==> config.mk <==
export PLATFORM = sky130hd
export DESIGN_NAME = priv_unit
export DESIGN_NICKNAME = d
export VERILOG_FILES = /design/src/source/machine_mode_pkg.sv /design/src/source/csr_rfile.sv /design/src/source/priv_unit.sv /design/src/source/prv_control.sv /design/src/source/tohost_link.sv
export SDC_FILE = /design/constraint.sdc
export NUM_CORES = 1
export LEC_CHECK = 0
export BUFFER_PORTS_ARGS = -buffer_cell sky130_fd_sc_hd__buf_2
export CAP_MARGIN = 20
export CORE_MARGIN = 5
export CORE_UTILIZATION = 57
export CTS_BUF_LIST = sky130_fd_sc_hd__clkbuf_16
export DETAILED_ROUTE_END_ITERATION = 8
export PLACE_DENSITY_LB_ADDON = 0.15
export SLEW_MARGIN = 20
export SYNTH_ARGS = -nofsm -noshare
export SYNTH_HDL_FRONTEND = slang
export SYNTH_SLANG_ARGS = --single-unit
export TNS_END_PERCENT = 1
==> constraint.sdc <==
create_clock -name CLK -period 3.8 [get_ports CLK]
set_input_delay 0.76 -clock CLK [delete_from_list [all_inputs] [get_ports CLK]]
set_output_delay 0.76 -clock CLK [all_outputs]
set_load 0.01 [all_outputs]
==> src/source/machine_mode_pkg.sv <==
// Shared CSR addresses, cause codes, bit positions and types for the machine-mode privilege unit
`default_nettype none

package machine_mode_pkg;

  // Plain vector types with a fixed meaning
  typedef logic [31:0] word_t;
  typedef logic [11:0] csr_addr_t;
  // Bit 31 set marks an interrupt
  typedef logic [31:0] cause_t;

  // Machine information registers
  localparam csr_addr_t MCPUID_ADDR    = 12'hF00;
  localparam csr_addr_t MIMPID_ADDR    = 12'hF01;
  localparam csr_addr_t MHARTID_ADDR   = 12'hF10;

  // Machine trap setup
  localparam csr_addr_t MSTATUS_ADDR   = 12'h300;
  localparam csr_addr_t MTVEC_CSR_ADDR = 12'h301;
  localparam csr_addr_t MTDELEG_ADDR   = 12'h302;
  localparam csr_addr_t MIE_ADDR       = 12'h304;

  // Machine trap handling
  localparam csr_addr_t MSCRATCH_ADDR  = 12'h340;
  localparam csr_addr_t MEPC_ADDR      = 12'h341;
  localparam csr_addr_t MCAUSE_ADDR    = 12'h342;
  localparam csr_addr_t MBADADDR_ADDR  = 12'h343;
  localparam csr_addr_t MIP_ADDR       = 12'h344;

  // Non-standard host registers
  localparam csr_addr_t MTOHOST_ADDR   = 12'h780;
  localparam csr_addr_t MFROMHOST_ADDR = 12'h781;

  // Protection, counter deltas and timers are absent and read zero
  localparam int NUM_ZERO_ADDRS = 11;
  localparam csr_addr_t ZERO_ADDRS [NUM_ZERO_ADDRS] = '{
    12'h380, 12'h381, 12'h382, 12'h383, 12'h384, 12'h385,
    12'hB01, 12'hB81,
    12'h321, 12'h701, 12'h741
  };

  // Fixed trap vector
  localparam word_t MTVEC_ADDR   = 32'h0000_0100;
  // Base field zero means RV32, bit 8 is the I extension
  localparam word_t MCPUID_VALUE = 32'h0000_0100;

  // Cause codes
  localparam cause_t CAUSE_SOFT_INT         = 32'h8000_0000;
  localparam cause_t CAUSE_TIMER_INT        = 32'h8000_0001;
  localparam cause_t CAUSE_ILLEGAL_INSN     = 32'd2;
  localparam cause_t CAUSE_BREAKPOINT       = 32'd3;
  localparam cause_t CAUSE_LOAD_MISALIGNED  = 32'd4;
  localparam cause_t CAUSE_STORE_MISALIGNED = 32'd6;
  localparam cause_t CAUSE_ECALL_M          = 32'd11;

  // Bit positions inside mstatus, mie and mip
  localparam int MSTATUS_IE_BIT  = 0;
  localparam int MSTATUS_IE1_BIT = 3;
  localparam int MIE_MSIE_BIT    = 3;
  localparam int MIE_MTIE_BIT    = 7;
  localparam int MIP_MSIP_BIT    = 3;
  localparam int MIP_MTIP_BIT    = 7;

  // Host channel sizing
  localparam int TOHOST_CREDITS = 2;
  localparam int TOHOST_DEPTH   = 4;

endpackage

`default_nettype wire

==> src/source/csr_rfile.sv <==
// Machine CSR storage with the pipeline read/modify/write port, used inside priv_unit
`timescale 1ns/1ps
`default_nettype none

module csr_rfile (
  input  wire logic                        CLK,
  input  wire logic                        nRST,
  // Pipeline CSR port
  input  wire machine_mode_pkg::csr_addr_t csr_addr,
  input  wire machine_mode_pkg::word_t     csr_wdata,
  input  wire logic                        csr_swap,
  input  wire logic                        csr_set,
  input  wire logic                        csr_clr,
  output      machine_mode_pkg::word_t     csr_rdata,
  output      logic                        invalid_csr,
  output      logic                        csr_busy,
  // Interrupt lines
  input  wire logic                        irq_soft,
  input  wire logic                        irq_timer,
  // Updates from the privilege controller
  input  wire logic                        mcause_rup,
  input  wire machine_mode_pkg::cause_t    mcause_next,
  input  wire logic                        mepc_rup,
  input  wire machine_mode_pkg::word_t     mepc_next,
  input  wire logic                        mbadaddr_rup,
  input  wire machine_mode_pkg::word_t     mbadaddr_next,
  input  wire logic                        ie_rup,
  input  wire logic                        ie_next,
  input  wire logic                        ie1_next,
  output      logic                        mstatus_ie,
  output      logic                        mstatus_ie1,
  output      machine_mode_pkg::word_t     mie,
  output      machine_mode_pkg::word_t     mip,
  output      machine_mode_pkg::word_t     mepc,
  // Host side
  input  wire logic                        tohost_full,
  output      logic                        tohost_push,
  output      machine_mode_pkg::word_t     tohost_data,
  input  wire logic                        fromhost_valid,
  input  wire machine_mode_pkg::word_t     fromhost_data
);

  logic                     msie, mtie;
  logic                     msip, mtip;
  machine_mode_pkg::word_t  mscratch;
  machine_mode_pkg::cause_t mcause;
  machine_mode_pkg::word_t  mbadaddr;
  machine_mode_pkg::word_t  mtohost;
  machine_mode_pkg::word_t  mfromhost;
  machine_mode_pkg::word_t  mstatus;
  machine_mode_pkg::word_t  wr_value;
  logic                     csr_op;
  logic                     valid_addr;
  logic                     wr_tohost;

  // Assembled views of the sparse registers
  always_comb begin
    mstatus = '0;
    mstatus[machine_mode_pkg::MSTATUS_IE_BIT]  = mstatus_ie;
    mstatus[machine_mode_pkg::MSTATUS_IE1_BIT] = mstatus_ie1;
    mie = '0;
    mie[machine_mode_pkg::MIE_MSIE_BIT] = msie;
    mie[machine_mode_pkg::MIE_MTIE_BIT] = mtie;
    mip = '0;
    mip[machine_mode_pkg::MIP_MSIP_BIT] = msip;
    mip[machine_mode_pkg::MIP_MTIP_BIT] = mtip;
  end

  // Read mux and address decode
  always_comb begin
    valid_addr = 1'b1;
    csr_rdata  = '0;
    case (csr_addr)
      machine_mode_pkg::MCPUID_ADDR:    csr_rdata = machine_mode_pkg::MCPUID_VALUE;
      // Single hart, no version, no delegation
      machine_mode_pkg::MIMPID_ADDR,
      machine_mode_pkg::MHARTID_ADDR,
      machine_mode_pkg::MTDELEG_ADDR:   csr_rdata = '0;
      machine_mode_pkg::MSTATUS_ADDR:   csr_rdata = mstatus;
      machine_mode_pkg::MTVEC_CSR_ADDR: csr_rdata = machine_mode_pkg::MTVEC_ADDR;
      machine_mode_pkg::MIE_ADDR:       csr_rdata = mie;
      machine_mode_pkg::MSCRATCH_ADDR:  csr_rdata = mscratch;
      machine_mode_pkg::MEPC_ADDR:      csr_rdata = mepc;
      machine_mode_pkg::MCAUSE_ADDR:    csr_rdata = mcause;
      machine_mode_pkg::MBADADDR_ADDR:  csr_rdata = mbadaddr;
      machine_mode_pkg::MIP_ADDR:       csr_rdata = mip;
      machine_mode_pkg::MTOHOST_ADDR:   csr_rdata = mtohost;
      machine_mode_pkg::MFROMHOST_ADDR: csr_rdata = mfromhost;
      default: begin
        // Known but unimplemented addresses still decode
        valid_addr = 1'b0;
        for (int i = 0; i < machine_mode_pkg::NUM_ZERO_ADDRS; i++) begin
          if (csr_addr == machine_mode_pkg::ZERO_ADDRS[i]) begin
            valid_addr = 1'b1;
          end
        end
      end
    endcase
  end

  assign csr_op      = csr_swap | csr_set | csr_clr;
  assign invalid_csr = csr_op & ~valid_addr;

  // Swap, clear, otherwise set
  assign wr_value = csr_swap ? csr_wdata :
                    csr_clr  ? (csr_rdata & ~csr_wdata) :
                               (csr_rdata | csr_wdata);

  // Full host queue stalls the write until it drains
  assign wr_tohost   = csr_op && (csr_addr == machine_mode_pkg::MTOHOST_ADDR);
  assign csr_busy    = wr_tohost & tohost_full;
  assign tohost_push = wr_tohost & ~tohost_full;
  assign tohost_data = wr_value;

  always_ff @(posedge CLK, negedge nRST) begin
    if (!nRST) begin
      mstatus_ie  <= 1'b1;
      mstatus_ie1 <= 1'b0;
      msie        <= 1'b0;
      mtie        <= 1'b0;
      msip        <= 1'b0;
      mtip        <= 1'b0;
      mscratch    <= '0;
      mepc        <= '0;
      mcause      <= '0;
      mbadaddr    <= '0;
      mtohost     <= '0;
      mfromhost   <= '0;
    end else begin
      // Interrupt lines sampled every cycle
      msip <= irq_soft;
      mtip <= irq_timer;

      // Trap entry and mret win over a pipeline write
      if (ie_rup) begin
        mstatus_ie  <= ie_next;
        mstatus_ie1 <= ie1_next;
      end else if (csr_op && csr_addr == machine_mode_pkg::MSTATUS_ADDR) begin
        mstatus_ie  <= wr_value[machine_mode_pkg::MSTATUS_IE_BIT];
        mstatus_ie1 <= wr_value[machine_mode_pkg::MSTATUS_IE1_BIT];
      end

      if (csr_op && csr_addr == machine_mode_pkg::MIE_ADDR) begin
        msie <= wr_value[machine_mode_pkg::MIE_MSIE_BIT];
        mtie <= wr_value[machine_mode_pkg::MIE_MTIE_BIT];
      end

      if (csr_op && csr_addr == machine_mode_pkg::MSCRATCH_ADDR) begin
        mscratch <= wr_value;
      end

      if (mepc_rup) begin
        mepc <= mepc_next;
      end else if (csr_op && csr_addr == machine_mode_pkg::MEPC_ADDR) begin
        mepc <= wr_value;
      end

      if (mcause_rup) begin
        mcause <= mcause_next;
      end else if (csr_op && csr_addr == machine_mode_pkg::MCAUSE_ADDR) begin
        mcause <= wr_value;
      end

      if (mbadaddr_rup) begin
        mbadaddr <= mbadaddr_next;
      end else if (csr_op && csr_addr == machine_mode_pkg::MBADADDR_ADDR) begin
        mbadaddr <= wr_value;
      end

      // Last accepted tohost word
      if (tohost_push) begin
        mtohost <= wr_value;
      end

      // Host delivery overrides a software clear
      if (fromhost_valid) begin
        mfromhost <= fromhost_data;
      end else if (csr_op && csr_addr == machine_mode_pkg::MFROMHOST_ADDR) begin
        mfromhost <= wr_value;
      end
    end
  end

endmodule

`default_nettype wire

==> src/source/priv_unit.sv <==
// Top of the machine-mode privilege unit joining the CSR file, trap control and host link
`timescale 1ns/1ps
`default_nettype none

module priv_unit (
  input  wire logic                        CLK,
  input  wire logic                        nRST,
  input  wire machine_mode_pkg::csr_addr_t csr_addr,
  input  wire machine_mode_pkg::word_t     csr_wdata,
  input  wire logic                        csr_swap,
  input  wire logic                        csr_set,
  input  wire logic                        csr_clr,
  input  wire logic                        exc_illegal,
  input  wire logic                        exc_breakpoint,
  input  wire logic                        exc_ecall,
  input  wire logic                        exc_load_misaligned,
  input  wire logic                        exc_store_misaligned,
  input  wire machine_mode_pkg::word_t     exc_pc,
  input  wire machine_mode_pkg::word_t     exc_badaddr,
  input  wire logic                        mret,
  input  wire logic                        irq_soft,
  input  wire logic                        irq_timer,
  input  wire logic                        host_credit,
  input  wire logic                        fromhost_valid,
  input  wire machine_mode_pkg::word_t     fromhost_data,
  output      machine_mode_pkg::word_t     csr_rdata,
  output      logic                        invalid_csr,
  output      logic                        csr_busy,
  output      logic                        trap_taken,
  output      machine_mode_pkg::word_t     redirect_pc,
  output      logic                        host_valid,
  output      machine_mode_pkg::word_t     host_data
);

  // Privilege update strobes
  logic                     mcause_rup, mepc_rup, mbadaddr_rup;
  logic                     ie_rup, ie_next, ie1_next;
  machine_mode_pkg::cause_t mcause_next;
  machine_mode_pkg::word_t  mepc_next, mbadaddr_next;
  // CSR state seen by the controller
  logic                     mstatus_ie, mstatus_ie1;
  machine_mode_pkg::word_t  mie, mip, mepc;
  // Host queue hookup
  logic                     tohost_full, tohost_push;
  machine_mode_pkg::word_t  tohost_data;

  csr_rfile csr_rfile_i (
    .CLK, .nRST,
    .csr_addr, .csr_wdata, .csr_swap, .csr_set, .csr_clr,
    .csr_rdata, .invalid_csr, .csr_busy,
    .irq_soft, .irq_timer,
    .mcause_rup, .mcause_next, .mepc_rup, .mepc_next,
    .mbadaddr_rup, .mbadaddr_next, .ie_rup, .ie_next, .ie1_next,
    .mstatus_ie, .mstatus_ie1, .mie, .mip, .mepc,
    .tohost_full, .tohost_push, .tohost_data,
    .fromhost_valid, .fromhost_data
  );

  prv_control prv_control_i (
    .exc_illegal, .exc_breakpoint, .exc_ecall,
    .exc_load_misaligned, .exc_store_misaligned,
    .invalid_csr, .mret, .exc_pc, .exc_badaddr,
    .mstatus_ie, .mstatus_ie1, .mie, .mip, .mepc,
    .trap_taken, .redirect_pc,
    .mcause_rup, .mcause_next, .mepc_rup, .mepc_next,
    .mbadaddr_rup, .mbadaddr_next, .ie_rup, .ie_next, .ie1_next
  );

  tohost_link #(
    .CREDITS (machine_mode_pkg::TOHOST_CREDITS),
    .DEPTH   (machine_mode_pkg::TOHOST_DEPTH)
  ) tohost_link_i (
    .CLK, .nRST,
    .tohost_push, .tohost_data, .host_credit,
    .tohost_full, .host_valid, .host_data
  );

endmodule

`default_nettype wire

==> src/source/prv_control.sv <==
// Trap prioritiser and cause encoder driving trap entry and mret updates into the CSR file
`timescale 1ns/1ps
`default_nettype none

module prv_control (
  input  wire logic                     exc_illegal,
  input  wire logic                     exc_breakpoint,
  input  wire logic                     exc_ecall,
  input  wire logic                     exc_load_misaligned,
  input  wire logic                     exc_store_misaligned,
  input  wire logic                     invalid_csr,
  input  wire logic                     mret,
  input  wire machine_mode_pkg::word_t  exc_pc,
  input  wire machine_mode_pkg::word_t  exc_badaddr,
  input  wire logic                     mstatus_ie,
  input  wire logic                     mstatus_ie1,
  input  wire machine_mode_pkg::word_t  mie,
  input  wire machine_mode_pkg::word_t  mip,
  input  wire machine_mode_pkg::word_t  mepc,
  output      logic                     trap_taken,
  output      machine_mode_pkg::word_t  redirect_pc,
  output      logic                     mcause_rup,
  output      machine_mode_pkg::cause_t mcause_next,
  output      logic                     mepc_rup,
  output      machine_mode_pkg::word_t  mepc_next,
  output      logic                     mbadaddr_rup,
  output      machine_mode_pkg::word_t  mbadaddr_next,
  output      logic                     ie_rup,
  output      logic                     ie_next,
  output      logic                     ie1_next
);

  logic soft_pend, timer_pend;
  logic exc_any;
  logic misaligned;
  logic mret_taken;

  // Interrupt needs global enable plus its own enable and pending bit
  assign soft_pend  = mstatus_ie & mie[machine_mode_pkg::MIE_MSIE_BIT] &
                      mip[machine_mode_pkg::MIP_MSIP_BIT];
  assign timer_pend = mstatus_ie & mie[machine_mode_pkg::MIE_MTIE_BIT] &
                      mip[machine_mode_pkg::MIP_MTIP_BIT];

  assign exc_any = exc_illegal | invalid_csr | exc_breakpoint | exc_ecall |
                   exc_load_misaligned | exc_store_misaligned;

  // Priority encoder, interrupts first
  always_comb begin
    misaligned  = 1'b0;
    mcause_next = machine_mode_pkg::CAUSE_ECALL_M;
    if (soft_pend) begin
      mcause_next = machine_mode_pkg::CAUSE_SOFT_INT;
    end else if (timer_pend) begin
      mcause_next = machine_mode_pkg::CAUSE_TIMER_INT;
    end else if (exc_illegal || invalid_csr) begin
      mcause_next = machine_mode_pkg::CAUSE_ILLEGAL_INSN;
    end else if (exc_breakpoint) begin
      mcause_next = machine_mode_pkg::CAUSE_BREAKPOINT;
    end else if (exc_load_misaligned) begin
      mcause_next = machine_mode_pkg::CAUSE_LOAD_MISALIGNED;
      misaligned  = 1'b1;
    end else if (exc_store_misaligned) begin
      mcause_next = machine_mode_pkg::CAUSE_STORE_MISALIGNED;
      misaligned  = 1'b1;
    end
  end

  assign trap_taken = soft_pend | timer_pend | exc_any;
  // A trap in the same cycle cancels the mret
  assign mret_taken = mret & ~trap_taken;

  assign redirect_pc = trap_taken ? machine_mode_pkg::MTVEC_ADDR :
                       mret_taken ? mepc : '0;

  assign mcause_rup    = trap_taken;
  assign mepc_rup      = trap_taken;
  assign mepc_next     = exc_pc;
  // Bad address only kept for the misaligned causes
  assign mbadaddr_rup  = trap_taken & misaligned;
  assign mbadaddr_next = exc_badaddr;

  // Trap pushes the enable stack, mret pops it
  assign ie_rup   = trap_taken | mret_taken;
  assign ie_next  = trap_taken ? 1'b0 : mstatus_ie1;
  assign ie1_next = trap_taken ? mstatus_ie : 1'b1;

endmodule

`default_nettype wire

==> src/source/tohost_link.sv <==
// Queue for tohost words with credit-based flow control toward the external host
`timescale 1ns/1ps
`default_nettype none

module tohost_link #(
  parameter int CREDITS = machine_mode_pkg::TOHOST_CREDITS,
  parameter int DEPTH   = machine_mode_pkg::TOHOST_DEPTH
) (
  input  wire logic                    CLK,
  input  wire logic                    nRST,
  input  wire logic                    tohost_push,
  input  wire machine_mode_pkg::word_t tohost_data,
  input  wire logic                    host_credit,
  output      logic                    tohost_full,
  output      logic                    host_valid,
  output      machine_mode_pkg::word_t host_data
);

  localparam int PTR_W = (DEPTH > 1) ? $clog2(DEPTH) : 1;
  localparam int CNT_W = $clog2(DEPTH + 1);
  localparam int CRD_W = $clog2(CREDITS + 1);

  // Queue storage
  machine_mode_pkg::word_t mem [DEPTH];
  logic [PTR_W-1:0] wr_ptr, rd_ptr;
  logic [CNT_W-1:0] count;
  logic [CRD_W-1:0] credits;
  logic             send;

  // Send whenever a word waits and the host has room
  assign send        = (count != '0) && (credits != '0);
  assign host_valid  = send;
  assign host_data   = mem[rd_ptr];
  assign tohost_full = (count == CNT_W'(DEPTH));

  always_ff @(posedge CLK) begin
    if (tohost_push) begin
      mem[wr_ptr] <= tohost_data;
    end
  end

  always_ff @(posedge CLK, negedge nRST) begin
    if (!nRST) begin
      wr_ptr  <= '0;
      rd_ptr  <= '0;
      count   <= '0;
      credits <= CRD_W'(CREDITS);
    end else begin
      // Wrap explicitly so any depth works
      if (tohost_push) begin
        wr_ptr <= (wr_ptr == PTR_W'(DEPTH - 1)) ? '0 : wr_ptr + 1'b1;
      end
      if (send) begin
        rd_ptr <= (rd_ptr == PTR_W'(DEPTH - 1)) ? '0 : rd_ptr + 1'b1;
      end
      case ({tohost_push, send})
        2'b10:   count <= count + 1'b1;
        2'b01:   count <= count - 1'b1;
        default: count <= count;
      endcase
      // Credit back in a send cycle cancels out
      case ({send, host_credit})
        2'b10:   credits <= credits - 1'b1;
        2'b01:   credits <= credits + 1'b1;
        default: credits <= credits;
      endcase
    end
  end

endmodule

`default_nettype wire

==> qor.yml, run 1 <==
outcome:
  status: "completed"
yosys:
  synth_edf_count: 128
  ys_warn_count: 0
  synth_area_leaders: "dfrtp_1 (32%), edfxtp_1 (24%), o21ai_0 (4.6%), mux4_2 (4.5%), nand2_1 (4.1%)"
  syn_nets: 1593
  synth_cell_type_count: 76
  synthFlopType: "dfrtp_1"
  yosys.area_share.simple: 0.126
  yosysTopAreaCellShare: 0.322
  syn_inst: 1430
  synth_top_area_cell: "dfrtp_1"
  synth_xor_area_frac: 0.00330
  synth_seq_cells: 335
  synthAdderAreaFrac: 0.00675
  synth_mux_area_frac: 0.0798
  synth_compound_area_frac: 0.171
  netlist_area_sq_um: 15900
  ys_seq_area_frac: 0.566
  synth_async_sr_flop_share: 0.618
  syn_avg_cell_area_sq_um: 11.1
  synth_top_family_by_area: "compound AO/OA/AOI/OAI gates"
floorplanning:
  initial_core_util: 0.575
  ios: 255
  core.rowCount: 61
  die_w_um: 177
  dieArea_sq_um: 31400
  core_area_sq_um: 27700
  die_h_um: 177
run:
  drv_cap: 0
routing:
  vias: 13100
  drc: 0
  wirelength_um: 49400
  wl_met2_um: 23500
  dr_wl_met3_um: 4160
  top_layer_used: "met4"
  firstDrtPassIters: 5
  avgRoutedWirePerCell_um: 23.6
  ant_nets: 0
  drt_iter0_drc: 1424
  avgViaCountPerCell: 6.27
  wl_met1_um: 20400
cells_and_area:
  nets: 1849
  drive_gt1_frac: 0.266
  num-fill-cells: 2121
  diodes: 0
  fin_util: 0.693
  synthToLayoutAreaGrowth_pct: 20.4
  instances_no_fill: 2091
place:
  dp_hpwl_um: 34200
  dp_cells: 2027
  gp_congestion: 0.982
  port_buffers: 254
cts:
  clock-sinks: 335
  clock_path_buffers: 3
  numCtsBuffers: 35
  cts_tree: "yes"
  postCtsSetupRepairBufs: 0
  worstSkewPairLatency_ns: 0.52
  htreeDepth: 2
  cts_root_buf: "clkbuf_16"
  path_clk_slew_ns: 0.06
timing:
  relSlewSlack: 0.271
  setup_viol: 0
  rsz0062_at_grt: "false"
  period_needed_ns: 3.67
  hold_viol: 0
  finalSetupTns_ns: 0
  post-route-period-util: 0.965
  slew_viol_final: 0
  worst_pin_slew_ns: 1.09
  timing.fmax_mhz: 273
  finalClockSkew_ns: 0.0191
setup_path:
  crit_buf_inv: 5
  startpoint_type: "input port"
  setup.worst_path.class: "input port to output port"
  crit_arrival_ns: 2.91
  slowest_delay_ns: 0.60
  r2r_slack_ns: 1.20
  critPathTopFamily: "simple AND/OR/NAND/NOR gates"
  cp-end-kind: "output port"
  crit_path_top_delay_cell: "or4_1"
  r2r-end: "csr_rfile_i.mbadaddr[1]"
  crit_chain: "buf_2 -> buf_4 -> or4_1 -> nor3_2 -> buf_4 -> a22oi_1 -> o21ai_0 -> a221oi_1 -> inv_1 -> buf_2"
  required_ns: 3.04
  r2r_cells: 5
  worst-path-max-fanout: 16
  r2r-start: "csr_rfile_i.mtohost[1]"
global_routing:
  grt_max_degree: 86
  grt_pass1_vias: 13000
  grt-ovfl-total: 0
  grt_pass1_wl_um: 75800
  antenna_found_initial: 0
  grt_usage: 0.313
power:
  worst_ir_drop_vdd_mv: 0.294
  net-switching-power_uw: 2440
  p_per_area_nw_per_um2: 482
  swShare: 0.264
  combinationalPowerShare: 0.173
  pwr-share-seq: 0.448
  p_clk_frac: 0.379
  p_leak_uw: 0.00846
  internal_power_uw: 6820
hold_path:
  hold_class: "input port to asynchronous set/reset pin"
## timing repair
item | in CTS | in global routing
gates resized for setup | 0 | 1
hold buffers | 0 | 0
endpoints found under the setup margin | 0 | 29
## cells in the final DEF, fill, tap and decap left out, types with 4 or more instances in the layout
cell type / Yosys / layout
o31a_1: 18 / 18
clkinv_1: 0 / 4
a22oi_1: 40 / 40
mux2i_1: 36 / 36
nor3b_1: 27 / 27
clkbuf_16: 0 / 38
dfrtp_1: 205 / 204
mux2_2: 14 / 14
a21oi_1: 49 / 48
a221oi_1: 18 / 18
mux4_2: 32 / 32
clkinv_2: 0 / 4
o221ai_1: 52 / 52
edfxtp_1: 128 / 128
buf_2: 29 / 253
inv_1: 65 / 72
buf_12: 0 / 13
o21ai_1: 15 / 15
nand2_1: 176 / 175
buf_4: 1 / 68
or3_1: 6 / 6
nor3_4: 3 / 5
o21ai_0: 147 / 147
nand3_1: 36 / 36
and3_1: 33 / 33
nor2_1: 59 / 58
bufinv_16: 0 / 4
ha_1: 7 / 7
o211a_1: 9 / 9
a211o_1: 4 / 4
nor4_1: 7 / 7
nor3_1: 18 / 16
a211oi_1: 31 / 31
xor2_1: 4 / 4
and2_1: 6 / 6
## stage by stage
stage               setup WS, ns  hold WS (ns)  total power, uW  area (sq um)
finish                     0.131         0.280             9260         19200
global route              0.0350         0.342             9630         19200
CTS                        0.145         0.328             9320         19200
detailed placement         0.116         0.471             5830         18000
global placement           0.166         0.460             5780         18000
floorplan                  0.107         0.446             5170         15900
## Yosys cell counts (all sizes together) (3+ instances only)
cell type	n
inv	66
or3	6
edfxtp	128
nor3	23
nor2b	3
and2	6
a221oi	18
o211a	9
o31a	18
nand3	36
nor4b	3
o21ai	163
ha	7
a22oi	40
a211oi	31
dfrtp	205
nand3b	3
mux2i	36
nand2b	3
nand4	3
nor3b	27
buf	41
mux2	17
nor4	7
a21oi	50
or4b	3
nor2	60
clkbuf	75
and3	33
o221ai	53
o2bb2ai	3
xor2	4
a211o	4
nand2	176
mux4	32
## layer usage
layer | up-vias | track usage
met5 | - | 0
met4 | 0 | 0.0883
met3 | 86 | 0.0500
met2 | 683 | 0.503
met1 | 6495 | 0.448
li1 | 5849 | -
## cell type report
| class | instances | area [sq um] | share of cell area |
|---|---|---|---|
| sequential | 335 | 9030 | 0.470 |
| multi-input combinational | 913 | 6210 | 0.323 |
| timing repair buffer | 335 | 2050 | 0.107 |
| clock buffer | 38 | 951 | 0.0495 |
| tap | 378 | 473 | 0.0246 |
| inverter | 66 | 248 | 0.0129 |
| clock inverter | 26 | 236 | 0.0123 |
## worst max path at each step
stage | start | end | slack [ns] | depth (start not counted)
after floorplan | csr_addr[4] | redirect_pc[13] | 0.11 | 11
after global routing | csr_addr[0] | csr_rdata[12] | 0.04 | 10
final | csr_addr[0] | csr_rdata[4] | 0.13 | 10
after CTS | csr_addr[0] | csr_rdata[4] | 0.15 | 10
after global placement | csr_addr[0] | tohost_link_i.count[2] | 0.17 | 13
after detailed placement | csr_addr[0] | tohost_link_i.count[2] | 0.12 | 13
## cells by family after synthesis
logic type      after synthesis
simple gates                404
xor+xnor                      6
flops                       335
buf+inv                     182
compound gates              410
mux                          85
fa+ha+maj                     8
## sequential cells by signal, summed over array words and instances (netlist names), 3 cells and up
name and flops:
csr_rfile_i.mfromhost 32, csr_rfile_i.mcause 32, tohost_link_i.mem 128, csr_rfile_i.mscratch 32, csr_rfile_i.mbadaddr 32, tohost_link_i.count 3
csr_rfile_i.mtohost 32, csr_rfile_i.mepc 32
## power by group through the flow
stage / logic, uW / clock network, uW / registers (uW)
2_1_floorplan: 1080 / 0 / 4090
3_3_place_gp: 1570 / 0 / 4210
3_5_place_dp: 1610 / 0 / 4220
4_1_cts: 1620 / 3550 / 4150
5_1_grt: 1750 / 3700 / 4180
6_report: 1600 / 3510 / 4150
No activity file was read; power rests on OpenSTA's default activity.
==> run 2: changes to the inputs <==
--- a/config.mk
+++ b/config.mk
@@ -11,7 +11,7 @@
 export CORE_UTILIZATION = 57
 export CTS_BUF_LIST = sky130_fd_sc_hd__clkbuf_16
 export DETAILED_ROUTE_END_ITERATION = 8
-export PLACE_DENSITY_LB_ADDON = 0.15
+export PLACE_DENSITY_LB_ADDON = 0.3
 export SLEW_MARGIN = 20
 export SYNTH_ARGS = -nofsm -noshare
 export SYNTH_HDL_FRONTEND = slang
==> run 2 against run 1 <==
- first-iteration DRC count down 7.0%
- combinational power hardly changed
- via count grew 0.36%
- worst setup slack worse by 0.0050 ns
- die area is the same
- critical path depth stayed put
- highest routed layer unchanged
- register-to-register slack better by 0.15 ns
- maximum frequency down 0.14%
- clock power is 5% lower
- global-route usage rose by 0.40 points
- largest cell class unchanged
- largest power group unchanged
- sequential share of layout area up 0.30 points
- wire length grew 1.0%
==> qor.yml, run 2 (synthesis results as in run 1) <==
outcome:
  status: "completed"  # unchanged
global_routing:
  grt_pass1_wl_um: 76600  # was 75,800 um
  grt_max_degree: 100  # was 86
  grt_pass1_vias: 13000  # about the same
  antenna_found_initial: 0  # unchanged
  grt_usage: 0.317  # was 0.313
  grt-ovfl-total: 0  # unchanged
timing:
  setup_viol: 0  # unchanged
  whs_ns: 0.317  # was 0.280 ns
  setup_slack_ns: 0.126  # was 0.131 ns
  finalClockSkew_ns: 0.0117  # was 0.0191 ns
  rsz0062_at_grt: "false"  # unchanged
  slew_viol_final: 0  # unchanged
  period_needed_ns: 3.67  # about the same
  hold_viol: 0  # unchanged
  worst_pin_slew_ns: 1.03  # was 1.09 ns
  post-route-period-util: 0.967  # was 0.965
  timing.fmax_mhz: 272  # was 273 MHz
  relSlewSlack: 0.313  # was 0.271
  finalSetupTns_ns: 0  # unchanged
cells_and_area:
  synthToLayoutAreaGrowth_pct: 19.6  # was 20.4%
  drive_gt1_frac: 0.258  # was 0.266
  diodes: 0  # unchanged
  fin_util: 0.688  # was 0.693
  largest_reg_flops: 128  # unchanged
  final_common_cell: "buf_2"  # unchanged
  max_flop_register: "tohost_link_i.mem"  # unchanged
  layout_common_cells: "buf_2 (253), dfrtp_1 (204), nand2_1 (175)"  # unchanged
  nets: 1841  # was 1,849
  num-fill-cells: 2101  # was 2,121
place:
  port_buffers: 254  # unchanged
  gp_congestion: 0.960  # was 0.982
  dp_hpwl_um: 34900  # was 34,200 um
  place_ws_ns: 0.104  # was 0.116 ns
cts:
  cts_root_buf: "clkbuf_16"  # unchanged
  post_cts_resized: 0  # unchanged
  clock_path_buffers: 3  # unchanged
  numCtsBuffers: 36  # was 35
  path_clk_slew_ns: 0.06  # about the same
  worstSkewPairLatency_ns: 0.52  # about the same
  holdBufCountCts: 0  # unchanged
  postCtsSetupRepairBufs: 0  # unchanged
  clock-sinks: 335  # unchanged
  cts_tree: "yes"  # unchanged
  htreeDepth: 2  # unchanged
setup_path:
  r2r-end: "csr_rfile_i.mbadaddr[2]"  # was csr_rfile_i.mbadaddr[1]
  cp-end-kind: "output port"  # unchanged
  startpoint_type: "input port"  # unchanged
  worst-path-max-fanout: 15  # was 16
  r2r_slack_ns: 1.35  # was 1.20 ns
  r2r-start: "csr_rfile_i.mbadaddr[2]"  # was csr_rfile_i.mtohost[1]
  setup.worst_path.class: "input port to output port"  # unchanged
  crit_path_start: "csr_addr[2]"  # was csr_addr[0]
  required_ns: 3.04  # about the same
  crit_arrival_ns: 2.91  # about the same
  r2r_cells: 6  # was 5
hold_path:
  hold_class: "input port to asynchronous set/reset pin"  # unchanged
routing:
  avgViaCountPerCell: 6.32  # was 6.27
  wirelength_um: 49900  # was 49,400 um
  drc: 0  # unchanged
  firstDrtPassIters: 5  # unchanged
  drt_iter0_drc: 1325  # was 1,424
  vias: 13200  # was 13,100
  avgRoutedWirePerCell_um: 24.0  # was 23.6 um
  ant_nets: 0  # unchanged
run:
  drv_cap: 0  # unchanged
power:
  p_total_uw: 9080  # was 9260 uW
  p_leak_uw: 0.00841  # was 0.00846 uW
  p_per_area_nw_per_um2: 476  # was 482 nW/um^2
  worst_ir_drop_vdd_mv: 0.363  # was 0.294 mV
floorplanning:
  die_w_um: 177  # unchanged
  ios: 255  # unchanged
  initial_core_util: 0.575  # unchanged
  core.rowCount: 61  # unchanged
  dieArea_sq_um: 31400  # unchanged
  core_area_sq_um: 27700  # unchanged
  die_h_um: 177  # unchanged
[run 2: how the worst max path moves through the flow]
stage,cells past startpoint,end,slack [ns]
final,10,redirect_pc[21],0.13
after detailed placement,10,redirect_pc[26],0.10
after floorplan,11,redirect_pc[13],0.11
after CTS,10,redirect_pc[26],0.11
after global routing,10,redirect_pc[24],0.03
after global placement,10,redirect_pc[24],0.13
[run 2: per-stage QoR]
stage / std cells / cell area, sq um
2_1_floorplan: 1430 / 15900
4_1_cts: 2082 / 19100
6_report: 2082 / 19100
3_3_place_gp: 2018 / 18000
3_5_place_dp: 2018 / 18000
5_1_grt: 2082 / 19100
[run 2: metal layers]
layer	vias to the layer above	track usage	wire length, um
li1	5836	-	-
met1	6496	0.450	20300
met2	720	0.497	23400
met3	108	0.0579	4380
met4	0	0.113	1800
met5	-	0	0
[run 2: final cells by class]
class,count,area (sq um),area share
Inverter,66,248,0.0130
Tap cell,378,473,0.0248
Multi-Input combinational cell,913,6210,0.326
Sequential cell,335,9030,0.473
Clock inverter,28,204,0.0107
Timing Repair Buffer,326,2010,0.105
Clock buffer,36,901,0.0472
[run 2: report_power, final]
group | internal, uW | switching, uW
clock network | 1920 | 1400
logic | 772 | 843
registers | 3950 | 193
[run 2: worst max-delay path: stages]
cell     delay [ns]
buf_2          0.26
nor4b_4        0.27
a21oi_1        0.09
or4_1          0.40
a21oi_1        0.29
o21ai_2        0.12
nor2_2         0.18
buf_4          0.22
and3_1         0.17
buf_2          0.14
==> run 3: changes to the inputs <==
--- a/config.mk
+++ b/config.mk
@@ -8,7 +8,7 @@
 export BUFFER_PORTS_ARGS = -buffer_cell sky130_fd_sc_hd__buf_2
 export CAP_MARGIN = 20
 export CORE_MARGIN = 5
-export CORE_UTILIZATION = 57
+export CORE_UTILIZATION = 45
 export CTS_BUF_LIST = sky130_fd_sc_hd__clkbuf_16
 export DETAILED_ROUTE_END_ITERATION = 8
 export PLACE_DENSITY_LB_ADDON = 0.3
==> constraint.sdc (replaced) <==
create_clock -name CLK -period 3.6 [get_ports CLK]
set_input_delay 0.72 -clock CLK [delete_from_list [all_inputs] [get_ports CLK]]
set_output_delay 0.72 -clock CLK [all_outputs]
set_load 0.01 [all_outputs]
==> run 3 against run 2 <==
- the flow now finishes with violations (negative setup slack)
- critical path type unchanged
- highest routed layer is now met5
- worst setup slack worse by 0.14 ns
- clock skew is 0.010 ns higher
- register-to-register slack worse by 0.06 ns
- flip-flop and latch count stayed put
- sequential share of layout area is 1.8 points lower
- combinational power is 9% higher
- largest power group unchanged
==> qor.yml, run 3 (synthesis results as in run 1) <==
place:
  port_buffers: 254  # unchanged
  dp_hpwl_um: 35400  # was 34,900 um
  place_ws_ns: 0.0366  # was 0.104 ns
  gp_congestion: 0.944  # was 0.960
routing:
  ant_nets: 0  # unchanged
  avgViaCountPerCell: 5.88  # was 6.32
  drc: 0  # unchanged
  wirelength_um: 51100  # was 49,900 um
  avgRoutedWirePerCell_um: 23.3  # was 24.0 um
  firstDrtPassIters: 5  # unchanged
  vias: 12900  # was 13,200
  drt_iter0_drc: 1083  # was 1,325
power:
  p_leak_uw: 0.00863  # was 0.00841 uW
  worst_ir_drop_vdd_mv: 0.355  # was 0.363 mV
  p_per_area_nw_per_um2: 501  # was 476 nW/um^2
  p_total_uw: 9930  # was 9080 uW
cts:
  path_clk_slew_ns: 0.06  # about the same
  cts_root_buf: "clkbuf_16"  # unchanged
  numCtsBuffers: 36  # unchanged
  clock_path_buffers: 3  # unchanged
  htreeDepth: 2  # unchanged
  cts_tree: "yes"  # unchanged
  clock-sinks: 335  # unchanged
  holdBufCountCts: 0  # unchanged
  worstSkewPairLatency_ns: 0.52  # about the same
global_routing:
  grt_pass1_wl_um: 76400  # was 76,600 um
  grt_usage: 0.252  # was 0.317
  grt-ovfl-total: 0  # unchanged
  grt_max_degree: 78  # was 100
  antenna_found_initial: 5  # was 0
  grt_pass1_vias: 12700  # was 13,000
setup_path:
  critPathTopFamily: "simple AND/OR/NAND/NOR gates"  # unchanged
  startpoint_type: "input port"  # unchanged
  worst-path-max-fanout: 9  # was 15
  crit_chain: "buf_4 -> nor4b_4 -> a21oi_2 -> or4_4 -> a21oi_4 -> o21ai_4 -> nor2_4 -> buf_12 -> clkbuf_16 -> and3_4 -> buf_6"  # was buf_2 -> nor4b_4 -> a21oi_1 -> or4_1 -> a21oi_1 -> o21ai_2 -> nor2_2 -> buf_4 -> and3_1 -> buf_2
  crit_buf_inv: 4  # was 3
  crit_arrival_ns: 2.90  # was 2.91 ns
  crit_path_top_delay_cell: "or4_4"  # was or4_1
  slowest_delay_ns: 0.50  # was 0.40 ns
  cp-end-kind: "output port"  # unchanged
  setup.worst_path.class: "input port to output port"  # unchanged
  required_ns: 2.88  # was 3.04 ns
cells_and_area:
  max_flop_register: "tohost_link_i.mem"  # unchanged
  drive_gt1_frac: 0.287  # was 0.258
  nets: 1869  # was 1,841
  num-fill-cells: 3077  # was 2,101
  synthToLayoutAreaGrowth_pct: 24.4  # was 19.6%
  final_common_cell: "buf_2"  # unchanged
  layout_common_cells: "buf_2 (241), dfrtp_1 (204), nand2_1 (175)"  # was buf_2 (253), dfrtp_1 (204), nand2_1 (175)
  largest_reg_flops: 128  # unchanged
  multi_input_area_sq_um: 6340  # was 6210 sq um
  seq_area_sq_um: 9030  # unchanged
timing:
  setup_viol: 12  # was 0
  setup_slack_ns: -0.0169  # was 0.126 ns
  slew_viol_final: 0  # unchanged
  finalSetupTns_ns: -0.131  # was 0 ns
  finalClockSkew_ns: 0.0218  # was 0.0117 ns
  worst_pin_slew_ns: 0.988  # was 1.03 ns
  hold_viol: 0  # unchanged
  rsz0062_at_grt: "true"  # was false
  relSlewSlack: 0.341  # was 0.313
  period_needed_ns: 3.62
  timing.fmax_mhz: 276
  post-route-period-util: 1.00
outcome:
  status: "finished, violations left"  # was completed
  violations: "negative setup slack"
floorplanning:
  core_area_sq_um: 35300  # was 27,700 sq um
  die_h_um: 198  # was 177 um
  die_w_um: 198  # was 177 um
  initial_core_util: 0.451  # was 0.575
  core.rowCount: 69  # was 61
  dieArea_sq_um: 39300  # was 31,400 sq um
  ios: 255  # unchanged
hold_path:
  hold_class: "input port to asynchronous set/reset pin"  # unchanged
run:
  drv_cap: 0  # unchanged
## run 3: changes by cell type in the layout (fill, tap and decap cells not counted), sizes merged, moves of 2 or more
| cell | change |
|---|---|
| diode | +3 |
| clkinv | +2 |
| bufinv | +4 |
| inv | -6 |
| buf | +25 |
| clkbuf | +3 |
## run 3: report_power, final
| group | total [uW] | switching (uW) | internal, uW |
|---|---|---|---|
| clock | 3850 | 1520 | 2330 |
| combinational | 1760 | 933 | 826 |
| sequential | 4320 | 156 | 4170 |
| total | 9930 | 2610 | 7320 |
## run 3: worst paths after layout
kind                                          startpoint                  endpoint  slack (ns)  depth (start not counted)
worst min-delay path                                nRST    csr_rfile_i.mcause[23]        0.21                          1
min in group CLK                               irq_timer          csr_rfile_i.mtip        0.30                          1
worst min register to register  csr_rfile_i.mscratch[29]  csr_rfile_i.mscratch[29]        0.48                          2
worst max-delay path                         csr_addr[1]            redirect_pc[1]       -0.02                         11
max in group asynchronous                           nRST    csr_rfile_i.mstatus_ie        2.40                          2
worst max register to register       csr_rfile_i.mepc[8]   tohost_link_i.mem[0][8]        1.29                          5
## run 3: timing repair
action                                  in CTS  in global routing
buffers inserted                             0                  5
resized for setup                            0                 56
endpoints found under the setup margin       0                 33
## run 3: worst register-to-register path, cell delays in order (launching register included)
cell and delay [ns]:
dfrtp_1 0.42, mux2i_1 0.22, o32a_1 0.23, nand4_1 0.17
a22oi_1 0.75, inv_1 0.20
## run 3: final cells by class
cell class              instances  area share
diodes                          3    0.000379
clock buffers                  36      0.0454
clock inverters                29      0.0162
inverters                      66      0.0125
multi-input cells             913       0.320
flip-flops and latches        335       0.455
well taps                     461      0.0291
repair buffers                354       0.121
## run 3: metal layers
metal,share of wire,vias to the layer above,global-route usage
li1,-,5902,-
met1,0.43,6388,0.367
met2,0.45,552,0.384
met3,0.086,81,0.0621
met4,0.026,4,0.0630
met5,0.00053,-,0
## run 3: through the flow
| step | instance area (sq um) | hold WS, ns | utilization | cells |
|---|---|---|---|---|
| 2_1_floorplan | 15900 | 0.424 | - | 1430 |
| 3_3_place_gp | 18300 | 0.461 | 0.517 | 2123 |
| 3_5_place_dp | 18300 | 0.470 | 0.517 | 2123 |
| 4_1_cts | 19500 | 0.237 | 0.552 | 2188 |
| 5_1_grt | 19800 | 0.257 | 0.561 | 2194 |
| 6_report | 19800 | 0.212 | 0.562 | 2197 |
